### config.mk
export PLATFORM = sky130hd
export DESIGN_NAME = bus_read_ctrl
export DESIGN_NICKNAME = d
export VERILOG_FILES = /design/src/vread_bus_pkg.sv /design/src/vread_cfg_pkg.sv /design/src/addr_gen.sv /design/src/bus_read_ctrl.sv
export VERILOG_INCLUDE_DIRS = /design/src
export SDC_FILE = /design/constraint.sdc
export NUM_CORES = 1
export LEC_CHECK = 0
export BUFFER_PORTS_ARGS = -buffer_cell sky130_fd_sc_hd__buf_2
export CAP_MARGIN = 20
export CORE_MARGIN = 10
export CORE_UTILIZATION = 40
export CTS_BUF_LIST = sky130_fd_sc_hd__clkbuf_4
export DETAILED_ROUTE_END_ITERATION = 6
export PLACE_DENSITY = 0.77
export REMOVE_ABC_BUFFERS = 1
export SLEW_MARGIN = 20
export SYNTH_ARGS = -nofsm -noshare
export SYNTH_HDL_FRONTEND = slang
export SYNTH_SLANG_ARGS = --single-unit
export TNS_END_PERCENT = 100
### constraint.sdc
create_clock -name clk -period 4.3 [get_ports clk]
set_input_delay 0.43 -clock clk [delete_from_list [all_inputs] [get_ports clk]]
set_output_delay 0.43 -clock clk [all_outputs]
set_load 0.05 [all_outputs]
### src/vread_defs.svh
`ifndef VREAD_DEFS_SVH
`define VREAD_DEFS_SVH

// buffer sample address, top bit selects the bank
`define VREAD_ADDR_W 10

// period and duty counters
`define VREAD_PERIOD_W 8

// output start delay
`define VREAD_DELAY_W 7

// burst length as sent on the bus (beats minus one)
`define VREAD_LEN_W 8

// external bus
`define VREAD_BUS_ADDR_W 32
`define VREAD_BUS_DATA_W 32

// one output sample, two per bus word
`define VREAD_DATA_W 16

// word index inside one bank, and total buffer depth in words
`define VREAD_WORD_ADDR_W (`VREAD_ADDR_W - 2)
`define VREAD_BUF_WORDS (1 << (`VREAD_ADDR_W - 1))

`endif

### src/vread_bus_pkg.sv
`default_nettype none

`include "vread_defs.svh"

package vread_bus_pkg;

   // external byte address of a burst
   typedef logic [`VREAD_BUS_ADDR_W-1:0] bus_addr_t;

   // one sample on the output stream
   typedef logic [`VREAD_DATA_W-1:0] sample_t;

   // a bus word, written whole into the buffer and read back by lane
   // lane 0 is the low half
   typedef union packed {
      logic [`VREAD_BUS_DATA_W-1:0] word;
      sample_t [1:0]                lane;
   } bus_word_u;

endpackage

`default_nettype wire

### src/vread_cfg_pkg.sv
`default_nettype none

`include "vread_defs.svh"

package vread_cfg_pkg;

   // buffer address, also used for strides and iteration counts
   typedef logic [`VREAD_ADDR_W-1:0] addr_t;

   // inner loop period and duty
   typedef logic [`VREAD_PERIOD_W-1:0] period_t;

   // cycles to wait before the first address
   typedef logic [`VREAD_DELAY_W-1:0] delay_t;

   // burst length minus one
   typedef logic [`VREAD_LEN_W-1:0] len_t;

endpackage

`default_nettype wire

### src/addr_gen.sv
`timescale 1ns/1ps
`default_nettype none

module addr_gen (
   input  wire                          clk,
   input  wire                          rst,
   input  wire                          run_i,
   input  wire vread_cfg_pkg::addr_t    start_i,
   input  wire vread_cfg_pkg::addr_t    incr_i,
   input  wire vread_cfg_pkg::addr_t    shift_i,
   input  wire vread_cfg_pkg::addr_t    iterations_i,
   input  wire vread_cfg_pkg::period_t  period_i,
   input  wire vread_cfg_pkg::period_t  duty_i,
   input  wire vread_cfg_pkg::delay_t   delay_i,
   input  wire                          ready_i,
   output logic                         valid_o,
   output vread_cfg_pkg::addr_t         addr_o,
   output logic                         done_o
);
   import vread_cfg_pkg::*;

   logic    active_q;
   logic    done_q;
   delay_t  delay_q;
   period_t per_q;
   addr_t   iter_q;
   addr_t   addr_q;
   addr_t   base_q;
   logic    in_duty;
   logic    accept;
   logic    last_in_duty;
   logic    last_iter;
   logic    per_wrap;
   logic    empty_cfg;

   assign in_duty      = per_q < duty_i;
   assign last_in_duty = per_q == duty_i - period_t'(1);
   assign last_iter    = iter_q == iterations_i - addr_t'(1);
   // a period shorter than the duty is stretched to the duty
   assign per_wrap     = (per_q == period_i - period_t'(1)) ||
                         (last_in_duty && (period_i <= duty_i));
   assign empty_cfg    = (duty_i == '0) || (iterations_i == '0);

   assign valid_o = active_q && (delay_q == '0) && in_duty;
   assign accept  = valid_o && ready_i;
   assign addr_o  = addr_q;
   assign done_o  = done_q;

   always_ff @(posedge clk or posedge rst) begin
      if (rst) begin
         active_q <= 1'b0;
         done_q   <= 1'b0;
         delay_q  <= '0;
         per_q    <= '0;
         iter_q   <= '0;
      end else begin
         done_q <= 1'b0;
         if (run_i) begin
            active_q <= !empty_cfg;
            done_q   <= empty_cfg;
            delay_q  <= delay_i;
            per_q    <= '0;
            iter_q   <= '0;
         end else if (active_q) begin
            if (delay_q != '0) begin
               delay_q <= delay_q - delay_t'(1);
            end else if (!in_duty || ready_i) begin
               // stalled offers freeze the period position
               per_q <= per_wrap ? '0 : per_q + period_t'(1);
               if (in_duty && last_in_duty) begin
                  iter_q <= iter_q + addr_t'(1);
                  if (last_iter) begin
                     active_q <= 1'b0;
                     done_q   <= 1'b1;
                  end
               end
            end
         end
      end
   end

   // running address and base of the current iteration
   always_ff @(posedge clk) begin
      if (run_i) begin
         addr_q <= start_i;
         base_q <= start_i;
      end else if (accept) begin
         if (last_in_duty) begin
            addr_q <= base_q + shift_i;
            base_q <= base_q + shift_i;
         end else begin
            addr_q <= addr_q + incr_i;
         end
      end
   end

endmodule

`default_nettype wire

### src/bus_read_ctrl.sv
`timescale 1ns/1ps
`default_nettype none

`include "vread_defs.svh"

module bus_read_ctrl (
   input  wire                                clk,
   input  wire                                rst,
   input  wire                                run_i,
   input  wire                                read_enabled_i,
   input  wire vread_bus_pkg::bus_addr_t      ext_addr_i,
   input  wire vread_cfg_pkg::len_t           read_length_i,
   input  wire vread_cfg_pkg::period_t        read_per_i,
   input  wire vread_cfg_pkg::period_t        read_duty_i,
   input  wire vread_cfg_pkg::addr_t          read_incr_i,
   input  wire vread_cfg_pkg::addr_t          read_iter_i,
   input  wire vread_cfg_pkg::addr_t          read_shift_i,
   input  wire                                bus_ready_i,
   input  wire [`VREAD_BUS_DATA_W-1:0]        bus_rdata_i,
   input  wire                                bus_last_i,
   output logic                               bus_valid_o,
   output vread_bus_pkg::bus_addr_t           bus_addr_o,
   output vread_cfg_pkg::len_t                bus_len_o,
   output logic                               wr_en_o,
   output vread_cfg_pkg::addr_t               wr_addr_o,
   output vread_bus_pkg::bus_word_u           wr_data_o,
   output logic                               read_done_o
);
   import vread_cfg_pkg::*;

   logic  gen_run;
   logic  gen_valid;
   logic  xfer;
   addr_t gen_addr;
   logic  read_done_q;

   assign gen_run = run_i && read_enabled_i;

   // buffer write addresses for the incoming beats
   addr_gen u_read_gen (
      .clk          (clk),
      .rst          (rst),
      .run_i        (gen_run),
      .start_i      ('0),
      .incr_i       (read_incr_i),
      .shift_i      (read_shift_i),
      .iterations_i (read_iter_i),
      .period_i     (read_per_i),
      .duty_i       (read_duty_i),
      .delay_i      ('0),
      .ready_i      (xfer),
      .valid_o      (gen_valid),
      .addr_o       (gen_addr),
      .done_o       ()
   );

   assign bus_valid_o = gen_valid && !read_done_q;
   assign xfer        = bus_valid_o && bus_ready_i;
   assign bus_len_o   = read_length_i;

   // each accepted beat goes to the current generator address
   assign wr_en_o        = xfer;
   assign wr_addr_o      = gen_addr;
   assign wr_data_o.word = bus_rdata_i;

   assign read_done_o = read_done_q;

   always_ff @(posedge clk or posedge rst) begin
      if (rst) begin
         read_done_q <= 1'b1;
      end else if (run_i) begin
         read_done_q <= !read_enabled_i;
      end else if (xfer && bus_last_i) begin
         read_done_q <= 1'b1;
      end
   end

   always_ff @(posedge clk or posedge rst) begin
      if (rst) begin
         bus_addr_o <= '0;
      end else if (gen_run) begin
         bus_addr_o <= ext_addr_i;
      end
   end

endmodule

`default_nettype wire

**Word level (Yosys, flattened, before mapping)**

Cells that the tools add are included.

- Input bits: 124
- Bits in registers: 79

- Add/subtract/negate cells: 8
- Multiplexer cells: 22
- Eq/ne operators: 4
- Magnitude comparators: 2
- Reduce and logical (&&, ||, !) cells: 29

Operator list:

| cell | number |
|---|---|
| 10-bit two-way mux | 6 |
| 8-bit two-way mux | 5 |
| 7-bit two-way mux | 3 |
| 10-bit adder | 2 |
| 8-bit == test | 2 |
| 8-bit by 1-bit subtractor with 8-bit output, second input constant | 2 |
| 10-bit by 1-bit adder with 10-bit output, second input constant | 1 |
| 10-bit == test | 1 |
| 10-bit zero test | 1 |
| 2-bit nonzero test | 5 |
| 10-bit by 1-bit subtractor with 10-bit output, second input constant | 1 |
| 1-bit logical AND | 9 |
| 8-bit by 1-bit adder with 8-bit output, second input constant | 1 |
| 8-bit less-or-equal comparator | 1 |
| 8-bit zero test | 1 |
| 8-bit < comparator | 1 |
| 1-bit two-way mux | 8 |
| 7-bit zero test | 1 |
| 7-bit nonzero test | 1 |
| 7-bit by 1-bit subtractor with 7-bit output, second input constant | 1 |
| 1-bit zero test | 4 |
| 2-bit AND reduction | 2 |
| 4-bit AND reduction | 1 |
| 1-bit logical OR | 3 |
| 2 further kinds | 2 |

**Depth between registers and ports, before layout**

- Depth after elaboration: 10
- Depth in mapped cells: 11

**Modules after synthesis**

Synthesis repeated with hierarchy kept, for this count alone.

- Cell total of the unflattened synthesis: 613
- Area, all modules: 6,007.0 um^2

By module, submodules not included:

| module | cells each | times used | area an instance (um^2) |
|---|---|---|---|
| addr_gen | 497 | 1 | 4,301.6 |
| bus_read_ctrl | 116 | 1 | 1,705.4 |

**Worst setup path after synthesis**

No wires, ideal clock.

- Kind: input to output
- Start point: input port read_duty_i[6]
- End point: output port bus_valid_o
- Arrival: 2.770 ns
- Cell stages on the path: 6
- Path slack: 1.100 ns
- Required time: 3.870 ns
- Cells stage by stage: inv_1 -> ha_1 -> a211o_1 -> o221ai_1 -> a21oi_1 -> nor4_1

- Cells in the longest elaborated chain, start to end: 3

RTL lines:

| element | RTL line | source |
|---|---|---|
| start: declaration | bus_read_ctrl.sv:14 | `input wire vread_cfg_pkg::period_t read_duty_i,` |
| 8-bit < comparator | addr_gen.sv:36 | `assign in_duty = per_q < duty_i;` |
| 1-bit logical AND | addr_gen.sv:44 | `assign valid_o = active_q && (delay_q == '0) && in_duty;` |
| 1-bit logical AND | bus_read_ctrl.sv:57 | `assign bus_valid_o = gen_valid && !read_done_q;` |
| end: declaration | bus_read_ctrl.sv:21 | `output logic bus_valid_o,` |

Every way passes these cells.

**Worst setup path in the final report**

- Start point: register u_read_gen.per_q[6]
- End point: output port wr_en_o

- Cells in the longest elaborated chain, start to end: 4

RTL lines:

| element | RTL line | source |
|---|---|---|
| start: declaration | addr_gen.sv:25 | `period_t per_q;` |
| start signal: assignment | addr_gen.sv:69 | `per_q <= per_wrap ? '0 : per_q + period_t'(1);` |
| 8-bit < comparator | addr_gen.sv:36 |  |
| 1-bit logical AND | addr_gen.sv:44 |  |
| 1-bit logical AND | bus_read_ctrl.sv:57 |  |
| 1-bit logical AND | bus_read_ctrl.sv:58 | `assign xfer = bus_valid_o && bus_ready_i;` |
| end: declaration | bus_read_ctrl.sv:24 | `output logic wr_en_o,` |

Every way passes these cells.

==> reports/metrics.yaml <==
via_count: 5019
die_w_um: 139
cts-buffers-inserted: 9
clock_sinks: 79
synth_commonest_cells: "nand2_1, dfrtp_1, nor2_1, ha_1, buf_4"
cp-start-kind: "flop"
worstPathMaxFanout: 18
peakVddDrop_mv: 0.231
grt_pass1_vias: 5011
worstMarginPinSlew_ns: 1.00
relSlewSlack: 0.328
grt_use_total: 0.157
via_per_inst: 5.27
yosysMostFrequentCell: "nand2_1"
dpl.hpwl_um: 12300
cts.path.max_buffers: 2
wl_per_cell_um: 16.4
stdcell_count: 952
layout.nets: 934
worstPathRequired_ns: 3.87
clock_latency_ns: 0.44
syn-cell-area_um2: 5660
route.detailed.drc: 0
drt-pass1-iter-count: 4
netlist_instances: 689
cts_resized: 0
finalSetupTns_ns: 0
ys_ff_latch: 79
crit_arrival_ns: 3.23
initial_utilization: 0.408
area_growth_pct: 11.8
startpoint: "u_read_gen.per_q[6]"
finalWorstSetupSlack_ns: 0.638
ant_nets: 0
post_route_cells_drive_above_1_share: 0.215
rsz0062_at_grt: "no"
ys.flop_type: "dfrtp_1"
min_from: "ext_addr_i[0]"
final_cell_area_um2: 6330
end_kind: "output port"
grt-ovfl-total: 0
hold_viol_final: 0
drt_wl_total_um: 15600
regToRegStartpoint: "u_read_gen.per_q[6]"
synth-seq-area-share: 0.332
syn_avg_cell_area_um2: 8.22
post-route-util: 0.456
finalClockSkew_ns: 0.0189
dieArea_um2: 19300
clk_pin_slew_worst_paths_ns: 0.14
drt-initial-drc-count: 213
power.density_nw_per_um2: 372
status: "complete, no violations"
fin_crit_sh: 0.852
leakage_nw: 3.09
antenna_found_initial: 0
cts_tree: "yes"
antenna_cells: 0
crit_type: "reg -> out"
async_flop_share: 0.747
finalPower_mw: 2.36
synth_edf_count: 0
grt_max_degree: 54
synth.distinct_cells: 67
drv_slew: 0
grt_first_pass_wirelength_um: 25600
rows: 43
htreeDepth: 3
holdWs_ns: 0.172
setup_violations: 0
placed_cells: 935
hold_buffers: 1
post_cts_buffers: 0
place_congestion: 0.868
core_area_um2: 13900
period_needed_ns: 3.66
max_clock_freq_mhz: 273
portBuffers: 128
placed_area_um2: 6160
netlist.top_cell.by_area: "dfrtp_1"
pin_count: 209
yosysWarnings: 0
chipHeight_um: 139
min_path_type: "in -> reg"
yosysTopAreaCellShare: 0.256
clockRootBuffer: "clkbuf_4"
maxCapViolations: 0
dp_slack_ns: 0.954
synth.area.top_cells: "dfrtp_1, nand2_1, ha_1"
[power breakdown]
group / switching, mW / internal (mW)
Combinational: 0.534 / 0.339
Sequential: 0.131 / 0.843
Clock: 0.269 / 0.240
[layout make-up]
| class | count | area, um2 |
|---|---|---|
| multi-input combinational | 513 | 3270 |
| tap | 180 | 225 |
| clock inverter | 6 | 85.1 |
| inverter | 31 | 116 |
| sequential | 79 | 1880 |
| clock buffer | 10 | 75.1 |
| fill | 1388 | 7550 |
| timing repair buffer | 133 | 681 |
[path summary, 6_finish.rpt]
| path | cells past startpoint | end | slack, ns |
|---|---|---|---|
| max | 8 | wr_en_o | 0.64 |
| min | 3 | bus_addr_o[0] | 0.17 |
| max reg2reg | 9 | u_read_gen.iter_q[6] | 1.16 |
| min reg2reg | 2 | u_read_gen.base_q[4] | 0.47 |
| max in group asynchronous | 4 | read_done_o | 2.89 |
| min in group asynchronous | 3 | bus_addr_o[13] | 0.56 |
[flip-flops by register name, summed over array words and instances, names as in the netlist]
register / cells
u_read_gen.delay_q: 7
bus_addr_o: 32
u_read_gen.base_q: 10
u_read_gen.addr_o: 10
u_read_gen.per_q: 8
u_read_gen.iter_q: 10
read_done_o: 1
u_read_gen.active_q: 1
[routing by layer]
layer | vias to the layer above | part of all wire | global-route usage
met4 | 4 | 0.0095 | 0.0297
met3 | 19 | 0.11 | 0.0832
li1 | 2501 | - | -
met5 | - | 0.0072 | 0.0445
met2 | 168 | 0.43 | 0.231
met1 | 2327 | 0.45 | 0.195
[layout by cell type (no fill, tap or decap), drive strengths merged, types with 11 or more instances in the layout]
master  count
inv        31
buf       132
nand3      24
dfxtp      20
dfrtp      58
ha         41
nor3       11
o21ai      26
xor2       20
a21oi      31
nand2     145
nor2       44
nor4       13
xnor2      36
[logic make-up (layout without fill, tap and decap cells)]
kind of cell,Yosys count,in the layout,synth area share
AOI/OAI and AO/OA,115,115,0.131
and+or+nand+nor,290,290,0.245
xor gates and xnor gates,56,56,0.0866
muxes,9,9,0.0161
buffers and inverters,97,180,0.0917
adders and majority gates,43,43,0.0977
DFF,79,79,0.332
[critical path, stage by stage, from the launching register on]
cell      delay, ns
dfrtp_1        0.50
ha_1           0.33
a211o_1        0.31
o221ai_1       0.16
a21oi_1        0.10
or4_1          0.68
inv_2          0.17
buf_4          0.22
buf_2          0.29
No activity file was read; power rests on OpenSTA's default activity.
