$ cat src/vread_defs.svh
`ifndef VREAD_DEFS_SVH
`define VREAD_DEFS_SVH

// buffer sample address, top bit selects the bank
`define VREAD_ADDR_W 10

// period and duty counters
`define VREAD_PERIOD_W 8

// output start delay
`define VREAD_DELAY_W 7

// burst length as sent on the bus (beats minus one)
`define VREAD_LEN_W 8

// external bus
`define VREAD_BUS_ADDR_W 32
`define VREAD_BUS_DATA_W 32

// one output sample, two per bus word
`define VREAD_DATA_W 16

// word index inside one bank, and total buffer depth in words
`define VREAD_WORD_ADDR_W (`VREAD_ADDR_W - 2)
`define VREAD_BUF_WORDS (1 << (`VREAD_ADDR_W - 1))

`endif

$ cat src/vread_bus_pkg.sv
`default_nettype none

`include "vread_defs.svh"

package vread_bus_pkg;

   // external byte address of a burst
   typedef logic [`VREAD_BUS_ADDR_W-1:0] bus_addr_t;

   // one sample on the output stream
   typedef logic [`VREAD_DATA_W-1:0] sample_t;

   // a bus word, written whole into the buffer and read back by lane
   // lane 0 is the low half
   typedef union packed {
      logic [`VREAD_BUS_DATA_W-1:0] word;
      sample_t [1:0]                lane;
   } bus_word_u;

endpackage

`default_nettype wire

$ cat src/vread_cfg_pkg.sv
`default_nettype none

`include "vread_defs.svh"

package vread_cfg_pkg;

   // buffer address, also used for strides and iteration counts
   typedef logic [`VREAD_ADDR_W-1:0] addr_t;

   // inner loop period and duty
   typedef logic [`VREAD_PERIOD_W-1:0] period_t;

   // cycles to wait before the first address
   typedef logic [`VREAD_DELAY_W-1:0] delay_t;

   // burst length minus one
   typedef logic [`VREAD_LEN_W-1:0] len_t;

endpackage

`default_nettype wire

$ cat src/addr_gen.sv
`timescale 1ns/1ps
`default_nettype none

module addr_gen (
   input  wire                          clk,
   input  wire                          rst,
   input  wire                          run_i,
   input  wire vread_cfg_pkg::addr_t    start_i,
   input  wire vread_cfg_pkg::addr_t    incr_i,
   input  wire vread_cfg_pkg::addr_t    shift_i,
   input  wire vread_cfg_pkg::addr_t    iterations_i,
   input  wire vread_cfg_pkg::period_t  period_i,
   input  wire vread_cfg_pkg::period_t  duty_i,
   input  wire vread_cfg_pkg::delay_t   delay_i,
   input  wire                          ready_i,
   output logic                         valid_o,
   output vread_cfg_pkg::addr_t         addr_o,
   output logic                         done_o
);
   import vread_cfg_pkg::*;

   logic    active_q;
   logic    done_q;
   delay_t  delay_q;
   period_t per_q;
   addr_t   iter_q;
   addr_t   addr_q;
   addr_t   base_q;
   logic    in_duty;
   logic    accept;
   logic    last_in_duty;
   logic    last_iter;
   logic    per_wrap;
   logic    empty_cfg;

   assign in_duty      = per_q < duty_i;
   assign last_in_duty = per_q == duty_i - period_t'(1);
   assign last_iter    = iter_q == iterations_i - addr_t'(1);
   // a period shorter than the duty is stretched to the duty
   assign per_wrap     = (per_q == period_i - period_t'(1)) ||
                         (last_in_duty && (period_i <= duty_i));
   assign empty_cfg    = (duty_i == '0) || (iterations_i == '0);

   assign valid_o = active_q && (delay_q == '0) && in_duty;
   assign accept  = valid_o && ready_i;
   assign addr_o  = addr_q;
   assign done_o  = done_q;

   always_ff @(posedge clk or posedge rst) begin
      if (rst) begin
         active_q <= 1'b0;
         done_q   <= 1'b0;
         delay_q  <= '0;
         per_q    <= '0;
         iter_q   <= '0;
      end else begin
         done_q <= 1'b0;
         if (run_i) begin
            active_q <= !empty_cfg;
            done_q   <= empty_cfg;
            delay_q  <= delay_i;
            per_q    <= '0;
            iter_q   <= '0;
         end else if (active_q) begin
            if (delay_q != '0) begin
               delay_q <= delay_q - delay_t'(1);
            end else if (!in_duty || ready_i) begin
               // stalled offers freeze the period position
               per_q <= per_wrap ? '0 : per_q + period_t'(1);
               if (in_duty && last_in_duty) begin
                  iter_q <= iter_q + addr_t'(1);
                  if (last_iter) begin
                     active_q <= 1'b0;
                     done_q   <= 1'b1;
                  end
               end
            end
         end
      end
   end

   // running address and base of the current iteration
   always_ff @(posedge clk) begin
      if (run_i) begin
         addr_q <= start_i;
         base_q <= start_i;
      end else if (accept) begin
         if (last_in_duty) begin
            addr_q <= base_q + shift_i;
            base_q <= base_q + shift_i;
         end else begin
            addr_q <= addr_q + incr_i;
         end
      end
   end

endmodule

`default_nettype wire

$ cat src/stream_out.sv
`timescale 1ns/1ps
`default_nettype none

`include "vread_defs.svh"

module stream_out (
   input  wire                            clk,
   input  wire                            rst,
   input  wire                            run_i,
   input  wire vread_cfg_pkg::addr_t      out_start_i,
   input  wire vread_cfg_pkg::addr_t      out_incr_i,
   input  wire vread_cfg_pkg::addr_t      out_shift_i,
   input  wire vread_cfg_pkg::addr_t      out_iter_i,
   input  wire vread_cfg_pkg::period_t    out_per_i,
   input  wire vread_cfg_pkg::period_t    out_duty_i,
   input  wire vread_cfg_pkg::delay_t     delay_i,
   input  wire vread_bus_pkg::bus_word_u  rd_data_i,
   output logic                           rd_en_o,
   output vread_cfg_pkg::addr_t           rd_addr_o,
   output logic                           rd_bank_o,
   output logic                           out_valid_o,
   output vread_bus_pkg::sample_t         out_data_o,
   output logic                           output_done_o
);
   import vread_cfg_pkg::*;

   logic  gen_valid;
   logic  gen_done;
   addr_t sample_addr;
   logic  valid_q;
   logic  lane_q;
   logic  output_done_q;

   // sample addresses, no back-pressure on this side
   addr_gen u_out_gen (
      .clk          (clk),
      .rst          (rst),
      .run_i        (run_i),
      .start_i      (out_start_i),
      .incr_i       (out_incr_i),
      .shift_i      (out_shift_i),
      .iterations_i (out_iter_i),
      .period_i     (out_per_i),
      .duty_i       (out_duty_i),
      .delay_i      (delay_i),
      .ready_i      (1'b1),
      .valid_o      (gen_valid),
      .addr_o       (sample_addr),
      .done_o       (gen_done)
   );

   // bank bit on top, lane bit at the bottom, word index between
   assign rd_en_o   = gen_valid;
   assign rd_bank_o = sample_addr[`VREAD_ADDR_W-1];
   assign rd_addr_o = {2'b00, sample_addr[`VREAD_ADDR_W-2:1]};

   // track the lane across the one-cycle buffer read
   always_ff @(posedge clk or posedge rst) begin
      if (rst) begin
         valid_q <= 1'b0;
      end else begin
         valid_q <= gen_valid;
      end
   end

   always_ff @(posedge clk) begin
      if (gen_valid) begin
         lane_q <= sample_addr[0];
      end
   end

   assign out_valid_o = valid_q;
   assign out_data_o  = rd_data_i.lane[lane_q];

   always_ff @(posedge clk or posedge rst) begin
      if (rst) begin
         output_done_q <= 1'b1;
      end else if (run_i) begin
         output_done_q <= 1'b0;
      end else if (gen_done) begin
         output_done_q <= 1'b1;
      end
   end

   assign output_done_o = output_done_q;

endmodule

`default_nettype wire

$ cat config.mk
export PLATFORM = sky130hd
export DESIGN_NAME = stream_out
export DESIGN_NICKNAME = d
export VERILOG_FILES = /design/src/vread_bus_pkg.sv /design/src/vread_cfg_pkg.sv /design/src/addr_gen.sv /design/src/stream_out.sv
export VERILOG_INCLUDE_DIRS = /design/src
export SDC_FILE = /design/constraint.sdc
export NUM_CORES = 1
export LEC_CHECK = 0
export BUFFER_PORTS_ARGS = -buffer_cell sky130_fd_sc_hd__buf_2
export CAP_MARGIN = 20
export CORE_AREA = 2 2 127 129
export DETAILED_ROUTE_END_ITERATION = 10
export DIE_AREA = 0 0 129 131
export SLEW_MARGIN = 40
export SYNTH_ARGS = -nofsm -noshare
export SYNTH_HDL_FRONTEND = slang
export SYNTH_SLANG_ARGS = --single-unit
$ cat constraint.sdc
create_clock -name clk -period 2.65 [get_ports clk]
set_input_delay 0.1325 -clock clk [delete_from_list [all_inputs] [get_ports clk]]
set_output_delay 0.1325 -clock clk [all_outputs]
set_load 0.05 [all_outputs]
### After elaboration in Yosys (flattened, before gate mapping)

Index checks and enable logic that the tools add are counted.

| word-level totals | value |
|---|---|
| register bits after elaboration | 50 |
| input port bits | 98 |
| output and inout port bits | 30 |
| logic and storage cells | 77 |

| cells by class | value |
|---|---|
| add/sub/neg operators | 8 |
| order comparisons | 3 |
| equality and inequality tests | 4 |
| mux-type cells | 31 |
| reductions and logical operators | 21 |

Operator list:

| cell | count |
|---|---|
| two-way mux 10 bit | 10 |
| two-way mux 16 bit | 2 |
| two-way mux 8 bit | 4 |
| two-way mux 7 bit | 3 |
| adder 10 bit | 2 |
| equality test 8 bit | 2 |
| subtractor 8 x 1 -> 8 bit (second input constant) | 2 |
| two-way mux 1 bit | 12 |
| nonzero test 2 bit | 6 |
| adder 10 x 1 -> 10 bit (second input constant) | 1 |
| equality test 10 bit | 1 |
| logical NOT 10 bit | 1 |
| subtractor 10 x 1 -> 10 bit (second input constant) | 1 |
| adder 8 x 1 -> 8 bit (second input constant) | 1 |
| less-or-equal comparator 8 bit | 1 |
| logical NOT 8 bit | 1 |
| < comparator 8 bit | 1 |
| logical NOT 7 bit | 1 |
| nonzero test 7 bit | 1 |
| subtractor 7 x 1 -> 7 bit (second input constant) | 1 |
| AND reduction 2 bit | 3 |
| logical AND 1 bit | 4 |
| AND reduction 3 bit | 1 |
| logical OR 1 bit | 2 |
| other kinds (3) | 3 |

### Depth between registers and ports, before layout

| logic depth | value |
|---|---|
| depth after elaboration | 8 |
| mapped depth | 11 |
| depth with buffers taken out | 10 |

### By module

Synthesis repeated with hierarchy kept, for this count alone.

| unflattened totals | value |
|---|---|
| cell total of the unflattened synthesis | 524 |
| area, all modules | 4668.2 um^2 |

By module, submodules not included:

| module | times used | cells an instance | area each (um^2) |
|---|---|---|---|
| addr_gen | 1 | 497 | 4301.6 |
| stream_out | 1 | 27 | 366.6 |

### Worst setup path before layout

No wires, ideal clock.

| path | value |
|---|---|
| path type | in2reg |
| start | input port out_duty_i[1] |
| end | register u_out_gen.addr_q[3] (netlist: u_out_gen.addr_o[3]) (data pin) |
| data arrival time | 2206 ps |
| data required time | 2390 ps |
| setup slack | 184 ps |
| cell stages on the path | 10 |
| buffers on the path | 2 |
| cells stage by stage | inv_1 -> ha_1 -> nor3b_1 -> mux2i_1 -> o22ai_1 -> o2111ai_1 -> clkbuf_1 -> clkbuf_1 -> o21ai_0 -> mux2_2 |

| between the ends | value |
|---|---|
| cells in the longest elaborated chain, start to end | 5 |

Ends and longest elaborated chain:

| what | RTL line | source |
|---|---|---|
| from (decl) | stream_out.sv:15 | `input wire vread_cfg_pkg::period_t out_duty_i,` |
| subtractor 8 x 1 -> 8 bit | addr_gen.sv:37 | `assign last_in_duty = per_q == duty_i - period_t'(1);` |
| equality test 8 bit | addr_gen.sv:37 |  |
| two-way mux 10 bit | addr_gen.sv:88 | `if (last_in_duty) begin` |
| two-way mux 10 bit | addr_gen.sv:87 | `end else if (accept) begin` |
| two-way mux 10 bit | addr_gen.sv:84 | `if (run_i) begin` |
| to (signal assigned) | addr_gen.sv:85 | `addr_q <= start_i;` |
| to (signal assigned) | addr_gen.sv:89 | `addr_q <= base_q + shift_i;` |
| to (signal assigned) | addr_gen.sv:92 | `addr_q <= addr_q + incr_i;` |
| to (decl) | addr_gen.sv:27 | `addr_t addr_q;` |

No other way between the ends. The select of a mux whose other input is x is not followed.
A chain may end at the register's enable or synchronous reset.

### Final worst setup path

| path | value |
|---|---|
| start | register u_out_gen.per_q[5] |
| end | output port rd_en_o |

| between the ends | value |
|---|---|
| cells in the longest elaborated chain, start to end | 2 |

Ends and longest elaborated chain:

| what | RTL line | source |
|---|---|---|
| from (decl) | addr_gen.sv:25 | `period_t per_q;` |
| from (signal assigned) | addr_gen.sv:69 | `per_q <= per_wrap ? '0 : per_q + period_t'(1);` |
| < comparator 8 bit | addr_gen.sv:36 | `assign in_duty = per_q < duty_i;` |
| logical AND 1 bit | addr_gen.sv:44 | `assign valid_o = active_q && (delay_q == '0) && in_duty;` |
| to (decl) | stream_out.sv:18 | `output logic rd_en_o,` |

No other way between the ends.

==> metrics.md <==
| Metric | Value |
|---|---|
| DPL Wire Length | `9.78 mm` |
| Die area | `16900 sq um` |
| Hold Path Cell Cnt | `3` |
| Hold Vio Cnt, Final | `0` |
| Hold path endpoint | `u_out_gen.delay_q[3]` |
| Crit path capture type | `primary output` |
| CTS tree | `built` |
| Routed vias/inst | `4.75` |
| YS warnings | `0` |
| Layout cell share with drive strength beyond 1 | `0.287` |
| Total clock buffers created by CTS | `5` |
| DRC | `0` |
| Period utilisation layout | `0.926` |
| Post-synth EDFFs | `21` |
| Ys async rst share | `0.580` |
| DRT Pass-1 Iters | `4` |
| Clk_lat worst skew | `0.29 ns` |
| Slew margin rel. | `0.566` |
| Req. time, crit path | `2.52 ns` |
| Fmax | `407 MHz` |
| Syn Inst Count | `532` |
| Synth top area cells | `dfrtp_1 15%, edfxtp_1 14%, ha_1 11%, xnor2_1 9.5%, mux2_2 5.1%` |
| H-tree levels | `2` |
| P_int | `1.71 mW` |
| Wire per inst | `13.8 microns` |
| Max Buffers Root-to-Sink | `2` |
| Max-capacitance violation count | `0` |
| Post-CTS setup buffer count | `0` |
| Element type at the critical path start | `flop` |
| Initial Util | `0.295` |
| Crit path DAT | `2.32 ns` |
| Layout area overhead | `25.6%` |
| Clock sink total | `50` |
| Reg2reg setup slack | `0.21 ns` |
| Hold Slack | `0.0459 ns` |
| Leakage power | `2.55 nW` |
| Antenna Diode Count | `0` |
| Antenna violations before repair | `0` |
| Post-synth cell types | `64` |
| Peak supply drop | `252 uV` |
| Area share of the largest cell type after synthesis | `0.152` |
| Dominant synthesized flop cell | `dfrtp_1` |
| First-pass GRT wire length | `19.7 mm` |
| Core area | `15600 sq um` |
| DRT Wirelength | `12.1 mm` |
| Sequential share of the synthesized area | `0.295` |
| DR iter-0 viols | `191` |
| Post-route setup slack | `0.195 ns` |
| Final Util | `0.371` |
| Cell with the most instances after synthesis | `xnor2_1` |
| Worst Clk Skew | `0.00879 ns` |
| RSZ-0062 raised after global routing | `no` |
| Count of pins over their slew limit | `0` |
| Minimum clock period | `2.46 ns` |
| Seq pwr share | `0.360` |
| ANT nets after route | `0` |
| Cell taking the most area after synthesis | `dfrtp_1` |
| Status | `completed` |
| Reg-to-reg startpoint | `u_out_gen.delay_q[0]` |
| Commonest cells in the netlist | `50 x xnor2_1, 46 x nand2_1, 42 x ha_1, 42 x inv_1, 33 x nor2_1` |
| Die Y | `131 microns` |
| Mapped Area | `4600 sq um` |
| Nets | `802` |
| Final setup violation count | `0` |
| # rows | `46` |
| Hold_sp | `delay_i[3]` |
| Boundary Pins | `128` |
| Setup TNS | `0 ns` |
| DR vias | `4167` |
| Die width | `129 microns` |
| Power share of the combinational group | `0.348` |
| Mean Syn Cell Area | `8.65 sq um` |
| CP Class | `flop to primary output` |
| Critical path peak fanout | `11` |
| FILL cells | `1630` |
| Clk network pwr share | `0.292` |
| Switch share | `0.336` |
| Largest net degree at the start of global routing | `34` |
| Grt total ovfl | `0` |
| Pre-CTS WS | `-0.111 ns` |
| Switch Pwr | `865 uW` |
| Seq cells post-synth | `50` |
| Least-Margin Pin Slew | `0.651 ns` |
| PwrDens | `445 nW/um^2` |
| Hold WC Path Type | `input pin to flop` |
| FF-to-FF path depth | `9` |
| Input/output buffers | `125` |
| Clock slew at reported path FFs | `0.07 ns` |
| Gr usage total | `0.145` |
| Vias in the first global route | `4146` |
| Clk root buf | `clkbuf_16` |
| GPL Wtd Cong | `0.811` |
| FF-to-FF End | `u_out_gen.active_q` |
## layout by cell type, fill, tap and decap left out, types with 4 or more instances in the layout
cell type  Yosys  routed
nor4_1         8       7
o21a_1         5       5
a21oi_1       28      28
nand3_1       17      17
o21ai_0       31      31
edfxtp_1      21      21
nand2b_1      10      10
nor2b_1        9       9
buf_2          1     124
nor2_1        33      33
xor2_1        12      12
and2_1         4       4
buf_4         10      19
mux2_2        21      21
clkbuf_16      0       5
xnor2_1       50      50
nand2_1       46      46
nand4_1        6       6
ha_1          42      42
dfrtp_1       28      28
o22ai_1        7       7
nor3_1        19      19
inv_1         42      42
## power groups by stage
stage / sequential (mW) / combinational, mW / clock, mW
2_1_floorplan: 0.942 / 0.651 / 0
3_3_place_gp: 0.941 / 0.882 / 0
3_5_place_dp: 0.941 / 0.886 / 0
4_1_cts: 0.925 / 0.895 / 0.771
5_1_grt: 0.936 / 1.00 / 0.804
6_report: 0.927 / 0.894 / 0.751
## critical path, stage by stage (launching register included)
cell       delay (ns)
dfrtp_1          0.47
ha_1             0.37
a2111oi_4        0.44
o211ai_1         0.15
buf_4            0.19
inv_1            0.14
clkbuf_4         0.26
## sequential cells by signal, summed over array words and instances, names as in the netlist
| name | flops |
|---|---|
| lane_q | 1 |
| out_valid_o | 1 |
| output_done_o | 1 |
| u_out_gen.active_q | 1 |
| u_out_gen.addr_o | 10 |
| u_out_gen.base_q | 10 |
| u_out_gen.delay_q | 7 |
| u_out_gen.done_o | 1 |
| u_out_gen.iter_q | 10 |
| u_out_gen.per_q | 8 |
## repair_timing
| item | 4_1_cts | 5_1_grt |
|---|---|---|
| resized for setup | 2 | 7 |
| endpoints found under the setup margin | 16 | 15 |
| endpoints found under the hold margin | 28 | 0 |
| hold buffers | 1 | 0 |
## per-stage QoR
stage          instances  area (sq um)  power (mW)
5_1_grt              877          5780        2.74
3_3_place_gp         868          5550        1.82
6_report             877          5780        2.57
3_5_place_dp         868          5550        1.83
4_1_cts              877          5740        2.59
2_1_floorplan        533          4600        1.59
## metal layers
metal / share of wire / global-route usage / wire length, microns
met1: 0.46 / 0.180 / 5560
met2: 0.48 / 0.270 / 5870
met3: 0.051 / 0.0261 / 622
met4: 0.0058 / 0.0192 / 70
met5: 0 / 0 / 0
## worst max-delay path by stage
stage	from	to	slack [ns]	depth (start not counted)
6_report	u_out_gen.per_q[5]	rd_en_o	0.19	6
3_5_place_dp	out_duty_i[2]	u_out_gen.base_q[6]	-0.11	11
2_1_floorplan	out_duty_i[1]	u_out_gen.addr_o[3]	0.18	10
3_3_place_gp	out_duty_i[2]	u_out_gen.base_q[9]	-0.07	11
5_1_grt	u_out_gen.delay_q[0]	u_out_gen.active_q	0.01	9
4_1_cts	u_out_gen.delay_q[0]	u_out_gen.active_q	0.05	9
## kinds of logic (layout without fill, tap and decap cells)
| group | count (synthesis) | in the layout | share of synthesized area |
|---|---|---|---|
| mux | 22 | 22 | 0.0536 |
| other cells | 1 | 2 | 0.000815 |
| simple gates | 175 | 175 | 0.193 |
| fa+ha+maj | 44 | 44 | 0.123 |
| compound gates | 108 | 108 | 0.149 |
| flops | 50 | 50 | 0.295 |
| buf+inv | 70 | 198 | 0.0674 |
| xor+xnor | 62 | 62 | 0.118 |
## cell type report
type / count / area, sq um / share of cell area
Timing Repair Buffer: 148 / 841 / 0.145
Sequential cell: 50 / 1360 / 0.235
Multi-Input combinational cell: 413 / 2990 / 0.516
Inverter: 42 / 158 / 0.0273
Tap cell: 216 / 270 / 0.0468
Clock inverter: 3 / 43.8 / 0.00758
Clock buffer: 5 / 125 / 0.0216
(Power assumes the default switching activity.)
